### config.mk
export PLATFORM = sky130hd
export DESIGN_NAME = idma_top
export DESIGN_NICKNAME = d
export VERILOG_FILES = /design/src/verilog/idma_pkg.sv /design/src/verilog/idma_buffer.sv /design/src/verilog/idma_rd_engine.sv /design/src/verilog/idma_regfile.sv /design/src/verilog/idma_top.sv
export SDC_FILE = /design/constraint.sdc
export NUM_CORES = 2
export LEC_CHECK = 0
export ABC_CLOCK_PERIOD_IN_PS = 4780
export BUFFER_PORTS_ARGS = -buffer_cell sky130_fd_sc_hd__clkbuf_2
export CAP_MARGIN = 20
export CELL_PAD_IN_SITES_DETAIL_PLACEMENT = 1
export CELL_PAD_IN_SITES_GLOBAL_PLACEMENT = 1
export CORE_MARGIN = 5
export CORE_UTILIZATION = 40
export CTS_CLUSTER_DIAMETER = 120
export DETAILED_ROUTE_END_ITERATION = 16
export PLACE_DENSITY_LB_ADDON = 0.1
export SETUP_SLACK_MARGIN = 0.1
export SYNTH_ARGS = -nofsm -noshare
export SYNTH_HDL_FRONTEND = slang
export SYNTH_SLANG_ARGS = --single-unit
### constraint.sdc
create_clock -name aclk -period 4.78 [get_ports aclk]
set_input_delay 0.478 -clock aclk [delete_from_list [all_inputs] [get_ports aclk]]
set_output_delay 0.478 -clock aclk [all_outputs]
set_load 0.005 [all_outputs]
### src/verilog/idma_pkg.sv
`default_nettype none

package idma_pkg;

    // data path, shared by axi read data and apb
    localparam int DATA_W = 32;
    typedef logic [DATA_W-1:0] word_t;

    // apb address width
    localparam int APB_AW = 12;

    // ========================================
    // register map
    // ========================================
    // ctrl: bit 0 start, bit 1 irq enable
    localparam logic [APB_AW-1:0] REG_CTRL   = 'h000;
    localparam logic [APB_AW-1:0] REG_SRC    = 'h004;
    localparam logic [APB_AW-1:0] REG_NUM    = 'h008;
    // status: bit 0 busy, bit 1 done, bit 2 resp error
    localparam logic [APB_AW-1:0] REG_STATUS = 'h00C;
    // buffer read window, selected by paddr bit 11
    localparam logic [APB_AW-1:0] BUF_WIN    = 'h800;

    // axi codes
    localparam logic [2:0] AXI_SIZE_WORD  = 3'b010;
    localparam logic [1:0] AXI_BURST_INCR = 2'b01;
    localparam logic [1:0] RESP_OKAY      = 2'b00;

    // page size that no burst may cross
    localparam int BYTES_4K = 4096;

endpackage

`default_nettype wire

### src/verilog/idma_buffer.sv
`timescale 1ns/1ps
`default_nettype none

module idma_buffer #(
    parameter int BUF_AW = 6
) (
    input  logic                 aclk,
    // write port, from the read engine
    input  logic                 i_we,
    input  logic [BUF_AW-1:0]    i_waddr,
    input  idma_pkg::word_t      i_wdata,
    // read port, from the apb window
    input  logic                 i_re,
    input  logic [BUF_AW-1:0]    i_raddr,
    output idma_pkg::word_t      o_rdata
);
    import idma_pkg::*;

    localparam int DEPTH = 2 ** BUF_AW;

    word_t mem [0:DEPTH-1];

    // one word per accepted beat
    always_ff @(posedge aclk) begin
        if (i_we) begin
            mem[i_waddr] <= i_wdata;
        end
    end

    // registered read, data one cycle after i_re
    always_ff @(posedge aclk) begin
        if (i_re) begin
            o_rdata <= mem[i_raddr];
        end
    end

    // apb must not read a word the engine is filling right now
    a_no_rw_same_idx: assert property (@(posedge aclk)
        !(i_we && i_re && (i_waddr == i_raddr)));

endmodule

`default_nettype wire

### src/verilog/idma_rd_engine.sv
`timescale 1ns/1ps
`default_nettype none

module idma_rd_engine #(
    parameter int AXI_AW    = 32,
    parameter int ID_WIDTH  = 8,
    parameter int BUF_AW    = 6,
    parameter int MAX_BURST = 16
) (
    input  logic                  aclk,
    input  logic                  i_rst,
    // transfer request
    input  logic                  i_start_pulse,
    input  logic [AXI_AW-1:0]     i_src_addr,
    input  logic [BUF_AW:0]       i_beat_num,
    output logic                  o_busy,
    output logic                  o_done_pulse,
    output logic                  o_err_pulse,
    // axi read address
    output logic                  o_arvalid,
    output logic [ID_WIDTH-1:0]   o_arid,
    output logic [AXI_AW-1:0]     o_araddr,
    output logic [7:0]            o_arlen,
    output logic [2:0]            o_arsize,
    output logic [1:0]            o_arburst,
    input  logic                  i_arready,
    // axi read data
    input  logic                  i_rvalid,
    input  idma_pkg::word_t       i_rdata,
    input  logic [1:0]            i_rresp,
    input  logic                  i_rlast,
    output logic                  o_rready,
    // buffer write port
    output logic                  o_buf_we,
    output logic [BUF_AW-1:0]     o_buf_waddr,
    output idma_pkg::word_t       o_buf_wdata
);
    import idma_pkg::*;

    // wide enough for a full page of beats and any buffer depth
    localparam int CNT_W = 16;
    localparam int K4_AW = $clog2(BYTES_4K);
    localparam int PG_W  = K4_AW + 1;
    localparam int LSB   = $clog2(DATA_W / 8);

    logic [AXI_AW-1:0] next_addr;
    logic [BUF_AW:0]   remain;
    logic [BUF_AW-1:0] widx;
    logic [CNT_W-1:0]  to_4k;
    logic [CNT_W-1:0]  burst_beats;
    logic              start_ok;
    logic              ar_hs;
    logic              beat_ok;
    logic              last_ok;

    // ========================================
    // burst sizing
    // ========================================
    // beats left before the next page edge
    assign to_4k = CNT_W'(BYTES_4K >> LSB) - CNT_W'(next_addr[K4_AW-1:LSB]);

    // smallest of remaining, max burst and page room
    always_comb begin
        burst_beats = CNT_W'(remain);
        if (burst_beats > CNT_W'(MAX_BURST)) begin
            burst_beats = CNT_W'(MAX_BURST);
        end
        if (burst_beats > to_4k) begin
            burst_beats = to_4k;
        end
    end

    assign o_araddr  = next_addr;
    assign o_arlen   = 8'(burst_beats - CNT_W'(1));
    assign o_arid    = '0;
    assign o_arsize  = AXI_SIZE_WORD;
    assign o_arburst = AXI_BURST_INCR;

    assign start_ok = i_start_pulse && !o_busy;
    assign ar_hs    = o_arvalid && i_arready;
    assign beat_ok  = o_rready && i_rvalid;
    assign last_ok  = beat_ok && i_rlast;

    // every accepted beat lands in the buffer
    assign o_buf_we    = beat_ok;
    assign o_buf_waddr = widx;
    assign o_buf_wdata = i_rdata;

    // ========================================
    // control
    // ========================================
    always_ff @(posedge aclk) begin
        if (i_rst) begin
            o_busy       <= 1'b0;
            o_arvalid    <= 1'b0;
            o_rready     <= 1'b0;
            o_done_pulse <= 1'b0;
            o_err_pulse  <= 1'b0;
        end else begin
            o_done_pulse <= last_ok && (remain == '0);
            o_err_pulse  <= beat_ok && (i_rresp != RESP_OKAY);
            if (start_ok) begin
                o_busy    <= 1'b1;
                o_arvalid <= 1'b1;
            end
            // one burst outstanding at a time
            if (ar_hs) begin
                o_arvalid <= 1'b0;
                o_rready  <= 1'b1;
            end
            if (last_ok) begin
                o_rready <= 1'b0;
                if (remain == '0) begin
                    o_busy <= 1'b0;
                end else begin
                    o_arvalid <= 1'b1;
                end
            end
        end
    end

    // address, count and write index
    always_ff @(posedge aclk) begin
        if (start_ok) begin
            next_addr <= i_src_addr;
            remain    <= i_beat_num;
            widx      <= '0;
        end
        if (ar_hs) begin
            next_addr <= next_addr + (AXI_AW'(burst_beats) << LSB);
            remain    <= remain - burst_beats[BUF_AW:0];
        end
        if (beat_ok) begin
            widx <= widx + 1'b1;
        end
    end

    a_ar_stable: assert property (@(posedge aclk) disable iff (i_rst)
        o_arvalid && !i_arready |=> o_arvalid && $stable(o_araddr) && $stable(o_arlen));

    // last beat of an issued burst stays in the first beat's page
    a_no_4k_cross: assert property (@(posedge aclk) disable iff (i_rst)
        ar_hs |-> (PG_W'(o_araddr[K4_AW-1:0]) + (PG_W'(o_arlen) << LSB)) < PG_W'(BYTES_4K));

endmodule

`default_nettype wire

### src/verilog/idma_regfile.sv
`timescale 1ns/1ps
`default_nettype none

module idma_regfile #(
    parameter int AXI_AW = 32,
    parameter int BUF_AW = 6
) (
    input  logic                         aclk,
    input  logic                         i_rst,
    // apb slave
    input  logic                         i_psel,
    input  logic                         i_penable,
    input  logic                         i_pwrite,
    input  logic [idma_pkg::APB_AW-1:0]  i_paddr,
    input  idma_pkg::word_t              i_pwdata,
    output logic                         o_pready,
    output idma_pkg::word_t              o_prdata,
    output logic                         o_pslverr,
    // engine side
    input  logic                         i_busy,
    input  logic                         i_done_pulse,
    input  logic                         i_err_pulse,
    output logic                         o_start_pulse,
    output logic [AXI_AW-1:0]            o_src_addr,
    output logic [BUF_AW:0]              o_beat_num,
    // buffer read port
    output logic                         o_buf_re,
    output logic [BUF_AW-1:0]            o_buf_raddr,
    input  idma_pkg::word_t              i_buf_rdata,
    output logic                         o_irq
);
    import idma_pkg::*;

    logic  access;
    logic  win_sel;
    logic  win_pend;
    logic  reg_hit;
    logic  start_req;
    logic  start_err;
    logic  wr_en;
    logic  irq_en;
    logic  done_q;
    logic  err_q;
    word_t reg_rdata;

    // ========================================
    // apb decode
    // ========================================
    assign access  = i_psel && i_penable;
    assign win_sel = (i_paddr & BUF_WIN) == BUF_WIN;

    // register read mux, also flags unmapped offsets
    always_comb begin
        reg_hit   = 1'b1;
        reg_rdata = '0;
        case (i_paddr)
            REG_CTRL:   reg_rdata = {{(DATA_W-2){1'b0}}, irq_en, 1'b0};
            REG_SRC:    reg_rdata = word_t'(o_src_addr);
            REG_NUM:    reg_rdata = word_t'(o_beat_num);
            REG_STATUS: reg_rdata = word_t'({err_q, done_q, i_busy});
            default:    reg_hit = 1'b0;
        endcase
    end

    // start only from idle, a pulse already in flight counts as busy
    assign start_req = access && i_pwrite && !win_sel && (i_paddr == REG_CTRL) && i_pwdata[0];
    assign start_err = start_req && (i_busy || o_start_pulse);
    assign wr_en     = access && i_pwrite && !win_sel && !start_err;

    // window read: first access cycle fetches, second completes
    assign o_buf_re    = access && win_sel && !i_pwrite && !win_pend;
    assign o_buf_raddr = i_paddr[BUF_AW+1:2];

    assign o_pready  = access && (!win_sel || i_pwrite || win_pend);
    assign o_pslverr = o_pready && ((!win_sel && !reg_hit) || start_err);
    assign o_prdata  = win_sel ? i_buf_rdata : reg_rdata;

    always_ff @(posedge aclk) begin
        if (i_rst) begin
            win_pend <= 1'b0;
        end else begin
            win_pend <= o_buf_re;
        end
    end

    // ========================================
    // registers
    // ========================================
    always_ff @(posedge aclk) begin
        if (i_rst) begin
            o_start_pulse <= 1'b0;
            irq_en        <= 1'b0;
            o_src_addr    <= '0;
            o_beat_num    <= '0;
            done_q        <= 1'b0;
            err_q         <= 1'b0;
            o_irq         <= 1'b0;
        end else begin
            o_start_pulse <= start_req && !start_err;
            if (wr_en && (i_paddr == REG_CTRL)) begin
                irq_en <= i_pwdata[1];
            end
            if (wr_en && (i_paddr == REG_SRC)) begin
                o_src_addr <= i_pwdata[AXI_AW-1:0];
            end
            if (wr_en && (i_paddr == REG_NUM)) begin
                o_beat_num <= i_pwdata[BUF_AW:0];
            end
            // sticky bits, a new event wins over the clear
            if (i_done_pulse) begin
                done_q <= 1'b1;
            end else if (wr_en && (i_paddr == REG_STATUS) && i_pwdata[1]) begin
                done_q <= 1'b0;
            end
            if (i_err_pulse) begin
                err_q <= 1'b1;
            end else if (wr_en && (i_paddr == REG_STATUS) && i_pwdata[2]) begin
                err_q <= 1'b0;
            end
            // level irq, one cycle behind done
            o_irq <= done_q && irq_en;
        end
    end

    // a completing transfer had its setup phase the cycle before
    a_pready_psel: assert property (@(posedge aclk) disable iff (i_rst)
        o_pready |-> i_psel && $past(i_psel));

endmodule

`default_nettype wire

### src/verilog/idma_top.sv
`timescale 1ns/1ps
`default_nettype none

module idma_top #(
    parameter int AXI_AW    = 32,
    parameter int ID_WIDTH  = 8,
    parameter int BUF_AW    = 6,
    parameter int MAX_BURST = 16
) (
    input  logic                         aclk,
    input  logic                         i_rst,
    // apb config slave
    input  logic                         i_psel,
    input  logic                         i_penable,
    input  logic                         i_pwrite,
    input  logic [idma_pkg::APB_AW-1:0]  i_paddr,
    input  idma_pkg::word_t              i_pwdata,
    output logic                         o_pready,
    output idma_pkg::word_t              o_prdata,
    output logic                         o_pslverr,
    // axi read master
    output logic                         o_arvalid,
    output logic [ID_WIDTH-1:0]          o_arid,
    output logic [AXI_AW-1:0]            o_araddr,
    output logic [7:0]                   o_arlen,
    output logic [2:0]                   o_arsize,
    output logic [1:0]                   o_arburst,
    input  logic                         i_arready,
    input  logic                         i_rvalid,
    input  idma_pkg::word_t              i_rdata,
    input  logic [1:0]                   i_rresp,
    input  logic                         i_rlast,
    output logic                         o_rready,
    output logic                         o_irq
);
    import idma_pkg::*;

    // regfile <-> engine
    logic              start_pulse;
    logic [AXI_AW-1:0] src_addr;
    logic [BUF_AW:0]   beat_num;
    logic              busy;
    logic              done_pulse;
    logic              err_pulse;
    // buffer ports
    logic              buf_we;
    logic [BUF_AW-1:0] buf_waddr;
    word_t             buf_wdata;
    logic              buf_re;
    logic [BUF_AW-1:0] buf_raddr;
    word_t             buf_rdata;

    // ========================================
    // config registers
    // ========================================
    idma_regfile #(
        .AXI_AW (AXI_AW),
        .BUF_AW (BUF_AW)
    ) u_regfile (
        .aclk          (aclk),
        .i_rst         (i_rst),
        .i_psel        (i_psel),
        .i_penable     (i_penable),
        .i_pwrite      (i_pwrite),
        .i_paddr       (i_paddr),
        .i_pwdata      (i_pwdata),
        .o_pready      (o_pready),
        .o_prdata      (o_prdata),
        .o_pslverr     (o_pslverr),
        .i_busy        (busy),
        .i_done_pulse  (done_pulse),
        .i_err_pulse   (err_pulse),
        .o_start_pulse (start_pulse),
        .o_src_addr    (src_addr),
        .o_beat_num    (beat_num),
        .o_buf_re      (buf_re),
        .o_buf_raddr   (buf_raddr),
        .i_buf_rdata   (buf_rdata),
        .o_irq         (o_irq)
    );

    // ========================================
    // read engine
    // ========================================
    idma_rd_engine #(
        .AXI_AW    (AXI_AW),
        .ID_WIDTH  (ID_WIDTH),
        .BUF_AW    (BUF_AW),
        .MAX_BURST (MAX_BURST)
    ) u_rd_engine (
        .aclk          (aclk),
        .i_rst         (i_rst),
        .i_start_pulse (start_pulse),
        .i_src_addr    (src_addr),
        .i_beat_num    (beat_num),
        .o_busy        (busy),
        .o_done_pulse  (done_pulse),
        .o_err_pulse   (err_pulse),
        .o_arvalid     (o_arvalid),
        .o_arid        (o_arid),
        .o_araddr      (o_araddr),
        .o_arlen       (o_arlen),
        .o_arsize      (o_arsize),
        .o_arburst     (o_arburst),
        .i_arready     (i_arready),
        .i_rvalid      (i_rvalid),
        .i_rdata       (i_rdata),
        .i_rresp       (i_rresp),
        .i_rlast       (i_rlast),
        .o_rready      (o_rready),
        .o_buf_we      (buf_we),
        .o_buf_waddr   (buf_waddr),
        .o_buf_wdata   (buf_wdata)
    );

    // ========================================
    // on-chip buffer
    // ========================================
    idma_buffer #(
        .BUF_AW (BUF_AW)
    ) u_buffer (
        .aclk    (aclk),
        .i_we    (buf_we),
        .i_waddr (buf_waddr),
        .i_wdata (buf_wdata),
        .i_re    (buf_re),
        .i_raddr (buf_raddr),
        .o_rdata (buf_rdata)
    );

endmodule

`default_nettype wire
Yosys cells after proc, flatten, opt, wreduce, memory -nomap -nowiden:

Memory sizes are Yosys's and may differ from the RTL's. A register that Yosys moved wholly into a read port is not among the register bits.
Cells that the tools add are included.

* bitwise gates (word level): 0
* divide/modulo/power cells: 0
* muxes and demuxes: 24
* shift operators: 0
* $lt $le $gt $ge: 2
* reduce and logical (&&, ||, !) cells: 46
* $add $sub $neg: 5
* $mul: 0
* equal/unequal tests: 3

Operator list (number)
* one-hot mux 32 bit (4 select lines): 1
* 2-to-1 mux 32 bit: 3
* adder 32 x 18 -> 32 bit: 1
* logical AND 1 bit: 27
* == test 12 x 4 -> 1 bit, second input constant: 2
* 2-to-1 mux 7 bit: 3
* > comparator 7 x 16 -> 1 bit: 1
* 2-to-1 mux 16 bit: 1
* 2-to-1 mux 1 bit: 14
* == test 12 x 3 -> 1 bit, second input constant: 1
* zero test 12 bit: 1
* 2-to-1 mux 6 bit: 2
* subtractor 11 x 10 -> 12 bit, first input constant: 1
* nonzero test 2 bit: 5
* subtractor 8 x 1 -> 8 bit, second input constant: 1
* > comparator 7 x 5 -> 1 bit, second input constant: 1
* zero test 7 bit: 1
* subtractor 7 bit: 1
* adder 6 x 1 -> 6 bit, second input constant: 1
* zero test 1 bit: 6
* logical OR 1 bit: 4
* OR reduction 4 bit: 1
* OR reduction 2 bit: 1

* memories kept: 1
* ROM bits: 0
* RAM bits: 2048
* register bits after elaboration: 95
* output and inout bits: 90
* bits in latches: 0
* word-level logic and storage cells: 97

Memories
* u_buffer.mem: depth 64, width 32, read ports 1, clocked after memory_dff 1, write ports 1, line idma_buffer.sv:21 `word_t mem [0:DEPTH-1];`

Depth between registers and ports, before layout:

* word-level depth: 12
* mapped depth: 23
* depth with buffers taken out: 21

Hierarchy:

Synthesis repeated with hierarchy kept, for this count alone.

* cells, all modules: 4080
* area total of the unflattened synthesis: 85444.4 um2

Modules (own cells, without submodules)
* idma_buffer: sequential area each 62459.9 um2, area each 78835.6 um2, instances 1, cells an instance 3324
* idma_rd_engine: sequential area each 1451.4 um2, area each 4260.3 um2, instances 1, cells an instance 469
* idma_regfile: sequential area each 900.9 um2, area each 2348.5 um2, instances 1, cells an instance 287

Least setup slack after synthesis:

No wires, ideal clock.

* path type: reg-to-reg
* start: register u_rd_engine.next_addr[2] (netlist: u_rd_engine.o_araddr[2])
* end: register u_rd_engine.next_addr[31] (netlist: u_rd_engine.o_araddr[31]) (data pin)
* stages on the path, launching flop included: 19
* path buffers: 2
* data required time: 4.513 ns
* data arrival time: 4.673 ns
* library setup time: 0.267 ns
* path slack: -0.160 ns
* clock period less this slack: 4.940 ns
* cell sequence: edfxtp_1 > or4_4 > nor2_1 > xor2_1 > ha_1 > nand3_1 > o21a_1 > a2111o_1 > buf_6 > buf_8 > a21o_2 > ha_1 > nand3_1 > o221ai_1 > a41oi_1 > o21ai_2 > or3b_2 > xor2_1 > o21ai_0

* cells in the longest elaborated chain, start to end: 5

RTL lines
* start, declared: line idma_rd_engine.sv:46 `logic [AXI_AW-1:0] next_addr;`
* start signal, assigned: line idma_rd_engine.sv:125 `next_addr <= i_src_addr;`
* start signal, assigned: line idma_rd_engine.sv:130 `next_addr <= next_addr + (AXI_AW'(burst_beats) << LSB);`
* subtractor 11 x 10 -> 12 bit: line idma_rd_engine.sv:60 `assign to_4k = CNT_W'(BYTES_4K >> LSB) - CNT_W'(next_addr[K4_AW-1:LSB]);`
* > comparator 7 x 16 -> 1 bit: line idma_rd_engine.sv:68 `if (burst_beats > to_4k) begin`
* 2-to-1 mux 16 bit: line idma_rd_engine.sv:68
* adder 32 x 18 -> 32 bit (*): line idma_rd_engine.sv:130
* 2-to-1 mux 32 bit (*): line idma_rd_engine.sv:129 `if (ar_hs) begin`

Mark *: on every way between the ends. The rest lies on a longest branch, timed or not.
A chain may end at the register's enable or synchronous reset.

Final worst setup path:

* start: register u_rd_engine.next_addr[3] (netlist: u_rd_engine.o_araddr[3])
* end: register u_rd_engine.next_addr[22] (netlist: u_rd_engine.o_araddr[22]) (data pin)

Same word-level chain as after synthesis.

==> summary.txt <==
Max-slew headroom: -0.1480
Layout Nets: 4402
Layout Area Growth over Synthesis: 17.17%
Mapped cell area: 84410 um^2
Largest net degree at the start of global routing: 80
Io pins: 176
# DRC: 0
ANT nets after route: 0
Clock slew at reported path FFs: 0.06 ns
Share of layout cells above drive strength 1: 0.3368
Dpl hpwl: 143.6 mm
Avg WL per Cell: 33.53 um
First-pass DRT Iterations: 5
Tcrit/Tclk final: 0.9888
Net Sw Power: 0.008554 W
PortBufs: 162
Pleak: 31.13 nW
Slew Limit Fails: 11
Clock Sinks: 2175
Final Cell Area: 98900 um^2
Via count: 41368
Post-Synthesis Cells: 3775
Clock Power Share: 0.428
Vias in the first global route: 43824
EDFF count, synth: 2125
Failing checks: max-slew violations
CTS tree: yes
Worst setup EP type: register
Synth warn: 0
Final hold vios: 0
Die Y: 469.4 um
Core area: 209800 um^2
Via density: 5.686
Cell depth of the worst min-delay path: 6
Row count: 168
Die area: 220300 um^2
Routability cong.: 0.7926
Worst setup SP type: register
Setup CP Type: register to register
Grt total ovfl: 0
Placed instance area: 90900 um^2
Avg Cell Area, Syn: 22.36 um^2
Crit-path max FO: 5
Skew-Pair Late Insertion Delay: 0.86 ns
Max Clock Skew: 0.02353 ns
Dominant synthesized flop cell: edfxtp_1
Unrepaired setup endpoints after global routing: yes
Final wirelength: 244.0 mm
TritonCTS buffer count: 229
Worst min-delay path class: input pin to register
H-tree depth: 4
Pwr Density: 403.2 nW/um^2
Root Driver: clkbuf_16
Internal: 0.03132 W
Switch share: 0.2145
R2r worst-path depth: 21
Ys async rst share: 0
Period minus WS final: 4.727 ns
Layout fillers: 18823
Initial antenna violation count: 15
Flop pwr share: 0.525
Clk buf depth: 3
VDD IR max: 0.4128 mV
Required time worst endpoint: 5.38 ns
Die Width: 469.4 um
Starting Density: 0.4024
Synth unique cells: 70
Actual slew at the worst max-slew pin: 1.722 ns
Tot Pwr: 0.03988 W
Combinational power share: 0.047
# setup viols final: 0
Starting DRC count in detailed routing: 4177
Sequential-to-total area share from yosys stat: 0.7678
Outcome: complete, but fails checks
Critical Path AT: 5.32 ns
Flops & latches, synth: 2175
Fmax: 0.2116 GHz
First-pass GRT wire length: 344.3 mm
Total track usage: 0.2195
Max Cap Viol: 0
==> cells by family (layout without fill, tap and decap cells) <==
family | after synthesis | count (layout) | synth area share
AOI/OAI and AO/OA | 260 | 260 | 0.02088
xor gates and xnor gates | 45 | 45 | 0.004669
adders and majority gates | 28 | 28 | 0.004328
buffers and inverters | 236 | 914 | 0.01270
DFF | 2175 | 2175 | 0.7678
muxes | 655 | 655 | 0.1700
other | 2 | 20 | 0.00008897
and+or+nand+nor | 374 | 374 | 0.01955
==> per-layer routing <==
metal	routed length [um]	GRT usage
met4	4273	0.04523
met2	120100	0.3612
met5	0	0
met3	13880	0.03026
met1	105700	0.3162
==> cell usage in the layout (no fill, tap or decap), types with 49 or more instances in the layout <==
cell / synthesis / layout
clkbuf_1: 93 / 64
clkbuf_16: 0 / 232
dfxtp_1: 50 / 50
a22oi_1: 52 / 52
nor2_1: 119 / 49
edfxtp_1: 2125 / 2125
nand2_1: 157 / 155
mux4_2: 622 / 622
a21oi_1: 61 / 53
nor2_4: 1 / 69
buf_4: 18 / 226
clkbuf_2: 0 / 157
==> registers in the layout, indices dropped and copies added, names as in the netlist, 6 cells and up <==
signal / flops
u_buffer.o_rdata: 32
u_regfile.o_src_addr: 32
u_rd_engine.remain: 7
u_rd_engine.o_buf_waddr: 6
u_buffer.mem: 2048
u_regfile.o_beat_num: 7
u_rd_engine.o_araddr: 32
==> stage by stage <==
step	setup TNS [ns]	worst slack, ns	util	hold WS (ns)	instances
floorplan	0	0.07772	-	0.4130	3791
global placement	0	0.01125	0.4333	0.4270	6804
detailed placement	-1.424	-0.1220	0.4333	0.4471	6804
CTS	0	0.1042	0.4695	0.09309	7259
global route	-1.242	-0.1497	0.4715	0.1534	7275
finish	0	0.05340	0.4715	0.2053	7276
==> synthesized netlist by cell type, drive strengths merged (4+ instances only) <==
cell type  number  area, um^2
xor2           22       192.7
a221o           5       50.05
mux2            6       71.31
nor3           14       70.07
a222oi          4       40.04
buf           116       621.8
nor2          120       457.9
nand3          19       95.09
and2           12       75.07
nand2b          5       31.28
mux2i          27       270.3
a22o           26       227.7
nor2b          14       87.58
and3            6       37.54
o22ai           9       56.30
mux4          622       14010
nand4          10       62.56
dfxtp          50        1001
nand2         157       589.3
edfxtp       2125       63810
a21o           12       93.84
xnor2          23       201.4
clkbuf         93       349.1
o211ai          4       30.03
a21oi          62       314.1
a22oi          52       390.4
a211oi          7       52.55
inv            27       101.4
ha             26       325.3
o21ai          49       249.0
a221oi          7       61.31
==> final timing paths <==
kind                      startpoint                       end  slack, ns
max          u_rd_engine.o_araddr[3]  u_rd_engine.o_araddr[22]       0.05
min                       i_paddr[1]   u_regfile.o_src_addr[6]       0.21
max reg2reg  u_rd_engine.o_araddr[3]  u_rd_engine.o_araddr[22]       0.05
min reg2reg  u_rd_engine.o_err_pulse           u_regfile.err_q       0.47
==> power groups by stage <==
stage	combinational, W	sequential, W	clock, W
4_1_cts	0.00192	0.0209	0.0175
3_3_place_gp	0.00187	0.0213	0
5_1_grt	0.00199	0.0209	0.0183
3_5_place_dp	0.00190	0.0213	0
2_1_floorplan	0.000931	0.0213	0
6_report	0.00188	0.0209	0.0171
==> critical path, stage by stage, from the launching register on <==
cell and delay, ns:
edfxtp_1 0.45, or4_4 0.60, nor2_4 0.12, xor2_2 0.16, ha_1 0.17, a21o_1 0.14
a21oi_2 0.06, o21a_1 0.09, a2111o_1 0.42, nor2_2 0.11, a21o_2 0.13, ha_4 0.15
inv_2 0.04, fa_2 0.37, nor2b_2 0.14, o31a_1 0.24, o2111ai_2 0.19, a21o_1 0.31
buf_12 0.17, a21oi_1 0.17, xnor2_1 0.13, o21ai_0 0.09
==> layout make-up <==
cell class | instances | area, um^2 | area share
sequential | 2175 | 64810 | 0.6553
timing repair buffer | 475 | 3870 | 0.03913
clock buffer | 295 | 6021 | 0.06087
inverter | 27 | 101.3 | 0.001025
antenna | 2 | 5.005 | 0.00005060
multi-input combinational | 1380 | 19490 | 0.1971
tap | 2805 | 3510 | 0.03548
clock inverter | 117 | 1095 | 0.01107
==> timing repair <==
action,CTS,global route
setup buffers,5,13
gates cloned,0,2
endpoints found under the hold margin,50,0
resized for setup,12,63
setup endpoints to repair,24,23
hold buffers,38,0
pin swaps,4,29
No activity file was read; power rests on OpenSTA's default activity.
